`src/verilog/board_cfg_pkg.sv`:
```
// board widths, player count and joystick vector types
package board_cfg_pkg;

    // players wired to the board
    localparam int num_players = 4;

    // raw joystick width as delivered by the board
    localparam int joy_raw_w = 16;

    // joystick width seen by the game core
    localparam int joy_game_w = 10;

    // graphics layers that can be switched off from the keyboard
    localparam int gfx_layers = 4;

    // one raw board joystick, directions in the low nibble
    typedef logic [joy_raw_w-1:0] joy_raw_t;

    // directions plus game buttons, coin, start and pause bits
    typedef logic [joy_game_w-1:0] joy_game_t;

    // one bit per player, coin and start buttons
    typedef logic [num_players-1:0] player_vec_t;

    // layer enables, bit 0 is the first layer
    typedef logic [gfx_layers-1:0] gfx_vec_t;

endpackage

```
`src/verilog/input_map_pkg.sv`:
```
// joystick bit positions, direction field type and 4-way filter state enum
package input_map_pkg;

    // direction bits inside a joystick word
    localparam int dir_right = 0;
    localparam int dir_left  = 1;
    localparam int dir_down  = 2;
    localparam int dir_up    = 3;

    // game buttons start right above the directions
    localparam int first_button_bit = 4;

    // the four direction bits of a joystick
    typedef logic [first_button_bit-1:0] dir_bits_t;

    // direction held by the 4-way filter
    // none means no direction pressed
    typedef enum logic [2:0] {
        none,
        up,
        down,
        left,
        right
    } dir_state_t;

endpackage

```
`src/verilog/joy_4way_filter.sv`:
```
// 8-way to 4-way joystick direction filter
`timescale 1ns/1ps

module joy_4way_filter (
    input  logic                     clk_sys,
    input  logic                     rst,
    input  logic                     enable,
    input  input_map_pkg::dir_bits_t joy8,
    output input_map_pkg::dir_bits_t joy4
);
    import input_map_pkg::*;

    dir_state_t state_q;
    dir_state_t state_next;
    dir_bits_t  pass_q;

    // one-hot direction for the held state
    function automatic dir_bits_t state_to_bits(input dir_state_t st);
        dir_bits_t bits;
        bits = '0;
        case (st)
            up:      bits[dir_up]    = 1'b1;
            down:    bits[dir_down]  = 1'b1;
            left:    bits[dir_left]  = 1'b1;
            right:   bits[dir_right] = 1'b1;
            default: bits = '0;
        endcase
        return bits;
    endfunction

    // diagonals keep whatever was held before
    always_comb begin
        state_next = state_q;
        if (joy8 == '0) begin
            state_next = none;
        end else if ($onehot(joy8)) begin
            if (joy8[dir_up])
                state_next = up;
            else if (joy8[dir_down])
                state_next = down;
            else if (joy8[dir_left])
                state_next = left;
            else
                state_next = right;
        end
    end

    always_ff @(posedge clk_sys) begin
        if (rst || !enable)
            state_q <= none;
        else
            state_q <= state_next;
    end

    // 8-way mode, plain register
    always_ff @(posedge clk_sys) begin
        pass_q <= joy8;
    end

    assign joy4 = enable ? state_to_bits(state_q) : pass_q;

endmodule

```
`src/verilog/player_input_mapper.sv`:
```
// per-player joystick sync, 4-way filter, key merge, rotation and inversion
`timescale 1ns/1ps

module player_input_mapper #(
    parameter int buttons           = 2,
    parameter bit inputs_active_low = 1'b1
) (
    input  logic                     clk_sys,
    input  logic                     rst,
    input  board_cfg_pkg::joy_raw_t  joy_raw,
    input  board_cfg_pkg::joy_game_t key_joy,
    input  logic                     four_way,
    input  logic                     rotate_en,
    input  logic                     flip,
    output board_cfg_pkg::joy_raw_t  joy_sync,
    output board_cfg_pkg::joy_game_t game_joy
);
    import board_cfg_pkg::*;
    import input_map_pkg::*;

    dir_bits_t dir_filt;
    joy_game_t merged;

    // buttons must fit in the game joystick word
    if (first_button_bit + buttons > joy_game_w) begin : g_bad_buttons
        $error("too many buttons for the game joystick width");
    end

    // screen rotation of the direction field only
    function automatic joy_game_t rotate_dirs(
        input joy_game_t joy_in,
        input logic      rot,
        input logic      flip_en
    );
        joy_game_t joy_out;
        joy_out = joy_in;
        if (rot) begin
            if (flip_en) begin
                joy_out[dir_up]    = joy_in[dir_left];
                joy_out[dir_down]  = joy_in[dir_right];
                joy_out[dir_left]  = joy_in[dir_down];
                joy_out[dir_right] = joy_in[dir_up];
            end else begin
                joy_out[dir_up]    = joy_in[dir_right];
                joy_out[dir_down]  = joy_in[dir_left];
                joy_out[dir_left]  = joy_in[dir_up];
                joy_out[dir_right] = joy_in[dir_down];
            end
        end
        return joy_out;
    endfunction

    // directions enter the filter straight from the board
    joy_4way_filter u_filter (
        .clk_sys (clk_sys),
        .rst     (rst),
        .enable  (four_way),
        .joy8    (joy_raw[first_button_bit-1:0]),
        .joy4    (dir_filt)
    );

    // buttons take one stage here, directions already had the filter stage
    always_ff @(posedge clk_sys) begin
        joy_sync <= {joy_raw[joy_raw_w-1:first_button_bit], dir_filt};
    end

    assign merged = joy_sync[joy_game_w-1:0] | key_joy;

    always_ff @(posedge clk_sys) begin
        game_joy <= rotate_dirs(merged, rotate_en, flip) ^ {joy_game_w{inputs_active_low}};
    end

endmodule

```
`src/verilog/board_controls.sv`:
```
// coin and start gathering, pause toggle, soft reset pulse, gfx enables and service
`timescale 1ns/1ps

module board_controls #(
    parameter int buttons           = 2,
    parameter bit inputs_active_low = 1'b1
) (
    input  logic                       clk_sys,
    input  logic                       rst,
    input  board_cfg_pkg::joy_raw_t    joy_sync1,
    input  board_cfg_pkg::joy_raw_t    joy_sync2,
    input  board_cfg_pkg::joy_raw_t    joy_sync3,
    input  board_cfg_pkg::joy_raw_t    joy_sync4,
    input  board_cfg_pkg::player_vec_t key_coin,
    input  board_cfg_pkg::player_vec_t key_start,
    input  logic                       key_reset,
    input  logic                       key_pause,
    input  logic                       key_service,
    input  board_cfg_pkg::gfx_vec_t    key_gfx,
    input  logic                       osd_pause,
    input  logic                       downloading,
    output board_cfg_pkg::player_vec_t game_coin,
    output board_cfg_pkg::player_vec_t game_start,
    output logic                       game_service,
    output logic                       game_pause,
    output logic                       soft_rst,
    output board_cfg_pkg::gfx_vec_t    gfx_en
);
    import board_cfg_pkg::*;
    import input_map_pkg::*;

    // bits above the game buttons in a raw joystick
    localparam int start_bit = first_button_bit + buttons;
    localparam int coin_bit  = start_bit + 1;
    localparam int pause_bit = start_bit + 2;

    if (pause_bit >= joy_raw_w) begin : g_bad_buttons
        $error("pause bit falls outside the raw joystick");
    end

    joy_raw_t    joy_sync_all [num_players];
    player_vec_t coin_joy;
    player_vec_t start_joy;
    logic        joy_pause;
    logic        pause_rise;
    gfx_vec_t    gfx_rise;

    // previous input levels for edge detection
    logic        last_key_pause;
    logic        last_joy_pause;
    logic        last_osd_pause;
    logic        last_key_reset;
    gfx_vec_t    last_key_gfx;

    assign joy_sync_all = '{joy_sync1, joy_sync2, joy_sync3, joy_sync4};

    always_comb begin
        for (int p = 0; p < num_players; p++) begin
            coin_joy[p]  = joy_sync_all[p][coin_bit];
            start_joy[p] = joy_sync_all[p][start_bit];
        end
    end

    // only players 1 and 2 can pause
    assign joy_pause = joy_sync1[pause_bit] | joy_sync2[pause_bit];

    always_ff @(posedge clk_sys) begin
        game_coin  <= (coin_joy | key_coin) ^ {num_players{inputs_active_low}};
        game_start <= (start_joy | key_start) ^ {num_players{inputs_active_low}};
    end

    always_ff @(posedge clk_sys) begin
        last_key_pause <= key_pause;
        last_joy_pause <= joy_pause;
        last_osd_pause <= osd_pause;
        last_key_reset <= key_reset;
        last_key_gfx   <= key_gfx;
    end

    assign pause_rise = (key_pause & ~last_key_pause) | (joy_pause & ~last_joy_pause);
    assign gfx_rise   = key_gfx & ~last_key_gfx;

    always_ff @(posedge clk_sys) begin
        if (rst) begin
            game_pause   <= 1'b0;
            soft_rst     <= 1'b0;
            gfx_en       <= '1;
            game_service <= inputs_active_low;
        end else begin
            soft_rst     <= key_reset & ~last_key_reset;
            gfx_en       <= gfx_en ^ gfx_rise;
            game_service <= key_service ^ inputs_active_low;
            // a ROM download always unpauses
            if (downloading)
                game_pause <= 1'b0;
            else if (osd_pause != last_osd_pause)
                game_pause <= osd_pause;
            else if (pause_rise)
                game_pause <= ~game_pause;
        end
    end

endmodule

```
`src/verilog/input_board_top.sv`:
```
// input board top with four player mappers and the board controls
`timescale 1ns/1ps

module input_board_top #(
    parameter int buttons           = 2,
    parameter bit inputs_active_low = 1'b1
) (
    input  logic                       clk_sys,
    input  logic                       rst,
    input  board_cfg_pkg::joy_raw_t    joy_raw1,
    input  board_cfg_pkg::joy_raw_t    joy_raw2,
    input  board_cfg_pkg::joy_raw_t    joy_raw3,
    input  board_cfg_pkg::joy_raw_t    joy_raw4,
    input  board_cfg_pkg::joy_game_t   key_joy1,
    input  board_cfg_pkg::joy_game_t   key_joy2,
    input  board_cfg_pkg::joy_game_t   key_joy3,
    input  board_cfg_pkg::player_vec_t key_coin,
    input  board_cfg_pkg::player_vec_t key_start,
    input  logic                       key_reset,
    input  logic                       key_pause,
    input  logic                       key_service,
    input  board_cfg_pkg::gfx_vec_t    key_gfx,
    input  logic                       four_way,
    input  logic                       rotate_en,
    input  logic                       flip,
    input  logic                       osd_pause,
    input  logic                       downloading,
    output board_cfg_pkg::joy_game_t   game_joy1,
    output board_cfg_pkg::joy_game_t   game_joy2,
    output board_cfg_pkg::joy_game_t   game_joy3,
    output board_cfg_pkg::joy_game_t   game_joy4,
    output board_cfg_pkg::player_vec_t game_coin,
    output board_cfg_pkg::player_vec_t game_start,
    output logic                       game_service,
    output logic                       game_pause,
    output logic                       soft_rst,
    output board_cfg_pkg::gfx_vec_t    gfx_en
);
    import board_cfg_pkg::*;

    joy_raw_t joy_sync1, joy_sync2, joy_sync3, joy_sync4;

    // the keyboard has no keys for player 4
    wire joy_game_t key_joy4 = '0;

    player_input_mapper #(.buttons(buttons), .inputs_active_low(inputs_active_low)) u_p1 (
        .clk_sys (clk_sys), .rst (rst), .joy_raw (joy_raw1), .key_joy (key_joy1),
        .four_way (four_way), .rotate_en (rotate_en), .flip (flip),
        .joy_sync (joy_sync1), .game_joy (game_joy1)
    );

    player_input_mapper #(.buttons(buttons), .inputs_active_low(inputs_active_low)) u_p2 (
        .clk_sys (clk_sys), .rst (rst), .joy_raw (joy_raw2), .key_joy (key_joy2),
        .four_way (four_way), .rotate_en (rotate_en), .flip (flip),
        .joy_sync (joy_sync2), .game_joy (game_joy2)
    );

    player_input_mapper #(.buttons(buttons), .inputs_active_low(inputs_active_low)) u_p3 (
        .clk_sys (clk_sys), .rst (rst), .joy_raw (joy_raw3), .key_joy (key_joy3),
        .four_way (four_way), .rotate_en (rotate_en), .flip (flip),
        .joy_sync (joy_sync3), .game_joy (game_joy3)
    );

    player_input_mapper #(.buttons(buttons), .inputs_active_low(inputs_active_low)) u_p4 (
        .clk_sys (clk_sys), .rst (rst), .joy_raw (joy_raw4), .key_joy (key_joy4),
        .four_way (four_way), .rotate_en (rotate_en), .flip (flip),
        .joy_sync (joy_sync4), .game_joy (game_joy4)
    );

    board_controls #(.buttons(buttons), .inputs_active_low(inputs_active_low)) u_controls (
        .clk_sys      (clk_sys),
        .rst          (rst),
        .joy_sync1    (joy_sync1),
        .joy_sync2    (joy_sync2),
        .joy_sync3    (joy_sync3),
        .joy_sync4    (joy_sync4),
        .key_coin     (key_coin),
        .key_start    (key_start),
        .key_reset    (key_reset),
        .key_pause    (key_pause),
        .key_service  (key_service),
        .key_gfx      (key_gfx),
        .osd_pause    (osd_pause),
        .downloading  (downloading),
        .game_coin    (game_coin),
        .game_start   (game_start),
        .game_service (game_service),
        .game_pause   (game_pause),
        .soft_rst     (soft_rst),
        .gfx_en       (gfx_en)
    );

endmodule

```
`config.mk`:
```
export PLATFORM = sky130hd
export DESIGN_NAME = input_board_top
export DESIGN_NICKNAME = d
export VERILOG_FILES = /design/src/verilog/board_cfg_pkg.sv /design/src/verilog/input_map_pkg.sv /design/src/verilog/joy_4way_filter.sv /design/src/verilog/player_input_mapper.sv /design/src/verilog/board_controls.sv /design/src/verilog/input_board_top.sv
export SDC_FILE = /design/constraint.sdc
export NUM_CORES = 1
export LEC_CHECK = 0
export BUFFER_PORTS_ARGS = -buffer_cell sky130_fd_sc_hd__buf_2
export CORE_UTILIZATION = 46
export CTS_BUF_LIST = sky130_fd_sc_hd__clkbuf_8
export CTS_CLUSTER_DIAMETER = 40
export DETAILED_ROUTE_END_ITERATION = 12
export PLACE_DENSITY = 0.77
export SYNTH_ARGS = -nofsm -noshare
export SYNTH_HDL_FRONTEND = slang
export SYNTH_SLANG_ARGS = --single-unit
```
`constraint.sdc`:
```
create_clock -name clk_sys -period 2.7 [get_ports clk_sys]
set_clock_uncertainty 0.1 [all_clocks]
set_input_delay 0 -clock clk_sys [delete_from_list [all_inputs] [get_ports clk_sys]]
set_output_delay 0 -clock clk_sys [all_outputs]
set_load 0.03 [all_outputs]
```
; Yosys cells after proc, flatten, opt, wreduce, memory -nomap -nowiden
; Cells that the tools add are included.
[op_classes]
eq_ne = 21
n_addsub = 12
n_bitwise = 24
mux = 42
n_reduce_logical = 12
[op_table]
columns = operator, n
row1 = 4-bit two-way mux, 12
row2 = 10-bit inverter, 4
row3 = 3-bit two-way mux, 12
row4 = 10-bit OR, 3
row5 = 3-bit by 1-bit equality test with 1-bit output (second input constant), 8
row6 = 3-bit by 2-bit equality test with 1-bit output (second input constant), 8
row7 = 1-bit two-way mux, 18
row8 = 1-bit by 1-bit adder with 2-bit output, 8
row9 = 4-bit logical NOT, 4
row10 = 2-bit by 2-bit adder with 3-bit output, 4
row11 = 3-bit equality test (second input constant), 4
row12 = 4-bit inverter, 3
row13 = 2-bit OR reduction, 5
row14 = 4-bit OR, 2
row15 = 1-bit inverter, 5
row16 = 4-bit bitwise AND, 1
row17 = 4-bit bitwise XOR, 1
row18 = 1-bit bitwise AND, 3
row19 = 1-bit OR, 2
row20 = 2-bit nonzero test, 1
row21 = 1-bit logical NOT, 1
row22 = 1-bit logical OR, 1
row23 = 1-bit != test, 1
[word_totals]
word_cells = 138
out_inout_bits = 55
in_bits = 116
reg_bits = 131

; Longest topological paths before layout
[logic_depth]
depth_word = 5
mapped_depth = 10
ltp_nobuf = 9

; Modules after synthesis
; From an unflattened synthesis, not the netlist that was laid out.
[unflattened]
hier_cells = 411
hier_area_um2 = 4810.9
[by_module_without_submodules]
columns = mod, instances, seq_area_each_um2, area_per_inst_um2, cells_per_inst
row1 = player_input_mapper, 4, 520.5, 664.4, 48
row2 = joy_4way_filter, 4, 140.1, 371.6, 41
row3 = board_controls, 1, 460.4, 663.1, 54
row4 = input_board_top, 1, 0.0, 3.8, 1

; Worst setup path after synthesis
; OpenSTA, ideal clock, no wires.
[synth_path]
path_kind = in2reg
startpoint = input port joy_raw2[0]
endpoint = register u_p2.u_filter.state_q[0]
slack_ns = 0.744
arrival_ns = 1.783
n_path_buf = 1
t_required_ns = 2.527
setup_ns = 0.073
cell_stages = 9
cell_sequence = inv_1 fa_1 inv_1 ha_1 ha_1 or3b_1 buf_2 nor2b_1 nor3_2
[synth_via]
elab_chain_cells = 3
elab_cells_between_ends = 5
cone_classes = 2 x add/sub / 1 x eq/ne / 2 x reduce/logical
[synth_rtl]
columns = item, line
row1 = from (decl), input_board_top.sv:11  ; input board_cfg_pkg::joy_raw_t joy_raw2,
row2 = 1-bit by 1-bit adder with 2-bit output (implied by the code), joy_4way_filter.sv:36  ; end else if ($onehot(joy8)) begin
row3 = 2-bit by 2-bit adder with 3-bit output (implied by the code), joy_4way_filter.sv:36
row4 = 3-bit by 1-bit equality test with 1-bit output, joy_4way_filter.sv:36
row5 = to (signal assigned), joy_4way_filter.sv:50  ; state_q <= none;
row6 = to (signal assigned), joy_4way_filter.sv:52  ; state_q <= state_next;
row7 = to (decl), joy_4way_filter.sv:13  ; dir_state_t state_q;
; Several ways; a longest one is shown, not always the timed one.
; A chain may end at the register's enable or synchronous reset.

; Worst setup path in the final report
[layout_path]
startpoint = input port joy_raw4[1]
endpoint = register u_p4.u_filter.state_q[0]
[layout_via]
elab_chain_cells = 3
elab_cells_between_ends = 8
cone_classes = 2 x add/sub / 1 x eq/ne / 3 x mux / 2 x reduce/logical
[layout_rtl]
columns = item, line
row1 = from (decl), input_board_top.sv:13  ; input board_cfg_pkg::joy_raw_t joy_raw4,
row2 = 1-bit by 1-bit adder with 2-bit output (implied by the code) / 3-bit two-way mux (equally long branches), "joy_4way_filter.sv:36, joy_4way_filter.sv:41"
row3 = 2-bit by 2-bit adder with 3-bit output (implied by the code) / 3-bit two-way mux (equally long branches), "joy_4way_filter.sv:36, joy_4way_filter.sv:39"
row4 = 3-bit by 1-bit equality test with 1-bit output / 3-bit two-way mux (equally long branches), "joy_4way_filter.sv:36, joy_4way_filter.sv:37"
row5 = to (signal assigned), joy_4way_filter.sv:50
row6 = to (signal assigned), joy_4way_filter.sv:52
row7 = to (decl), joy_4way_filter.sv:13
; Several ways; a longest one is shown, not always the timed one.

==> flow_summary.toml <==
[route]
route.vias.total = 3754
ant_nets = 0
drt_iter0_drc = 244
route.met3.wl_um = 732
maxUsedRoutingLayer = "met4"
dr.pass1.iters = 9
drc = 18
avgRoutedWirePerCell_um = 14.0
met2WireLength_um = 6010
avgViaCountPerCell = 4.68
drt_wl_total_um = 11300
met1_length_um = 4290

[cts]
cts_tree = "yes"
clk_pin_slew_ns = 0.07
postCtsResizedCells = 0
cts_max_level = 4
cts_buffer_depth = 2
clk_latency_ns = 0.42
root_buffer = "clkbuf_8"
numCtsBuffers = 17
cts_sinks = 131

[worst_setup_path]
crit_path_max_fanout = 6
cpPeakStageDelay_ns = 0.52
cp-start-kind = "primary input"
crit_slowest_cell = "dlygate4sd3_1"
worstPathArrival_ns = 2.57
critPathKind = "primary input to register"
required_ns = 2.94
cp_num_buf_inv = 4
cp_cell_sequence = "dlygate4sd3_1 > buf_2 > inv_1 > fa_1 > inv_1 > ha_1 > ha_1 > or3b_1 > nor2b_1 > nor3_2"
cp-end-kind = "register"
critPathTopFamily = "adder cells"

[logic_synthesis]
syn-instance-count = 413
synth.avg_cell_area_um2 = 10.3
synth_nets = 545
yosysSeqAreaShare = 0.617
synthFlopType = "dfxtp_1"
synth_adder_area_share = 0.0542
synth_xor_area_frac = 0.00824
synth_top_family_by_area = "simple AND/OR/NAND/NOR gates"
ys_ff_latch = 131
synth_area_um2 = 4250
synth_enable_flop_cells = 0
ys.warnings.count = 0
synthMuxAreaShare = 0.0253
yosys.cell_types.count = 30
asyncSetResetFlopFracSynth = 0
synth_compound_area_frac = 0.0754
synth-simple-area-share = 0.174

[pwr]
p_per_area_nw_per_um2 = 652
irDropWorstVdd_mv = 0.265
p_leak_uw = 0.00308

[final_layout]
final_common_cell = "buf_2"
final_core_util = 0.745
final_cell_mix = "buf_2 (146), dfxtp_1 (131), dlygate4sd3_1 (116)"
area_growth_pct = 55.2
drive_gt1_frac = 0.285
layout.nets = 813
antenna_cells = 0

[timing]
setup_violations = 0
rsz0062_at_grt = "false"
relSlewSlack = 0.676
max_clock_freq_ghz = 0.429
period_needed_ns = 2.33
tightest_slew_ns = 0.486
slew_violations = 0
hold_viol_final = 0
finalSetupTns_ns = 0
period_share = 0.864

[run_status]
violations = "design-rule violations"
status = "complete, but fails checks"

[global_route]
overflow = 0
groute.usage.overall = 0.243
grt_pass1_vias = 3891
grt_pass1_wl_um = 18100
antenna_found_initial = 0
grt_max_degree = 33

[floorplan]
fp.dieW_um = 98.1
placementRows = 34
die_area_um2 = 9630
io_pins = 171
die_h_um = 98.1
start_util = 0.480
coreArea_um2 = 8850

[placed_design]
gp_congestion = 0.775
hpwl_um = 6760
portBuffers = 146

[flow_run]
drv_cap = 0

[hold_path]
min_path_type = "primary input to register"
-- final cells by class --
cell class                 instances  area (µm²)
multi-input combinational        233        1430
clock inverter                    14         130
timing repair buffer             262        1890
fill                             600        2250
clock buffer                      18         248
sequential                       131        2620
inverter                          36         135
tap                              108         135
-- cell usage after synthesis, types with 8 or more instances --
library cell	count	share of area
nand2b_1	10	0.015
dfxtp_1	131	0.62
ha_1	12	0.035
inv_1	36	0.032
o21ai_0	13	0.015
a21oi_1	32	0.038
nor2_1	79	0.070
nand2_1	9	0.0079
buf_2	9	0.011
nor2b_1	9	0.013
nor3_2	8	0.019
nor3_1	12	0.014
-- sequential cells by signal, indices dropped and copies added (netlist names), 10 cells and up --
| signal | flops |
|---|---|
| u_p3.game_joy | 10 |
| u_p1.game_joy | 10 |
| u_p4.game_joy | 10 |
| u_p4.joy_sync | 10 |
| u_p2.game_joy | 10 |
| u_p2.joy_sync | 10 |
| u_p3.joy_sync | 10 |
| u_p1.joy_sync | 10 |
-- per-layer routing --
layer,track usage,vias to the layer above
met2,0.460,131
met4,0.111,0
li1,-,1877
met1,0.247,1725
met3,0.0659,21
met5,0,-
-- tightest hold or removal path, cell delays in order --
cell and delay (ns):
buf_2 0.26, mux2i_1 0.18, nand2_1 0.06, o21ai_0 0.06
-- repair_timing --
item                      in CTS  in global routing
setup buffers                  0                  0
hold endpoints to repair     118                  0
hold buffers                 116                  0
-- metrics by stage --
step                      worst slack, ns  hold WS [ns]  area, µm²  total power, µW  instances
final                               0.368        0.0966       6590             4300        802
after global routing                0.230         0.106       6590             4480        802
after floorplan                     0.744       -0.0723       4250             2460        413
after global placement              0.568       0.00186       5050             2610        654
after CTS                           0.377        0.0574       6590             4300        802
after detailed placement            0.469       0.00356       5050             2640        654
-- where the power goes --
part           switching [µW]  internal [µW]  leakage [µW]
Sequential               48.7           2050       0.00110
Combinational             350            310       0.00181
Clock                     782            760      0.000178
-- cells by family after synthesis --
family,count (synthesis)
AND/OR/NAND/NOR,145
flip-flops,131
AO/OA/AOI/OAI,58
buffers and inverters,49
adder cells (fa/ha/maj),16
multiplexers,10
XOR/XNOR,4
-- worst paths after layout --
check	start	endpoint	slack, ns	cells after the start
max	joy_raw4[1]	u_p4.u_filter.state_q[0]$_SDFFE_PP0N_	0.37	10
min	flip	u_p4.game_joy[0]$_DFF_P_	0.1	4
max reg2reg	u_p1.joy_sync[1]$_DFF_P_	u_p1.game_joy[1]$_DFF_P_	0.69	5
min reg2reg	u_p4.joy_sync[5]$_DFF_P_	u_p4.game_joy[5]$_DFF_P_	0.26	1
(Power assumes the default switching activity.)
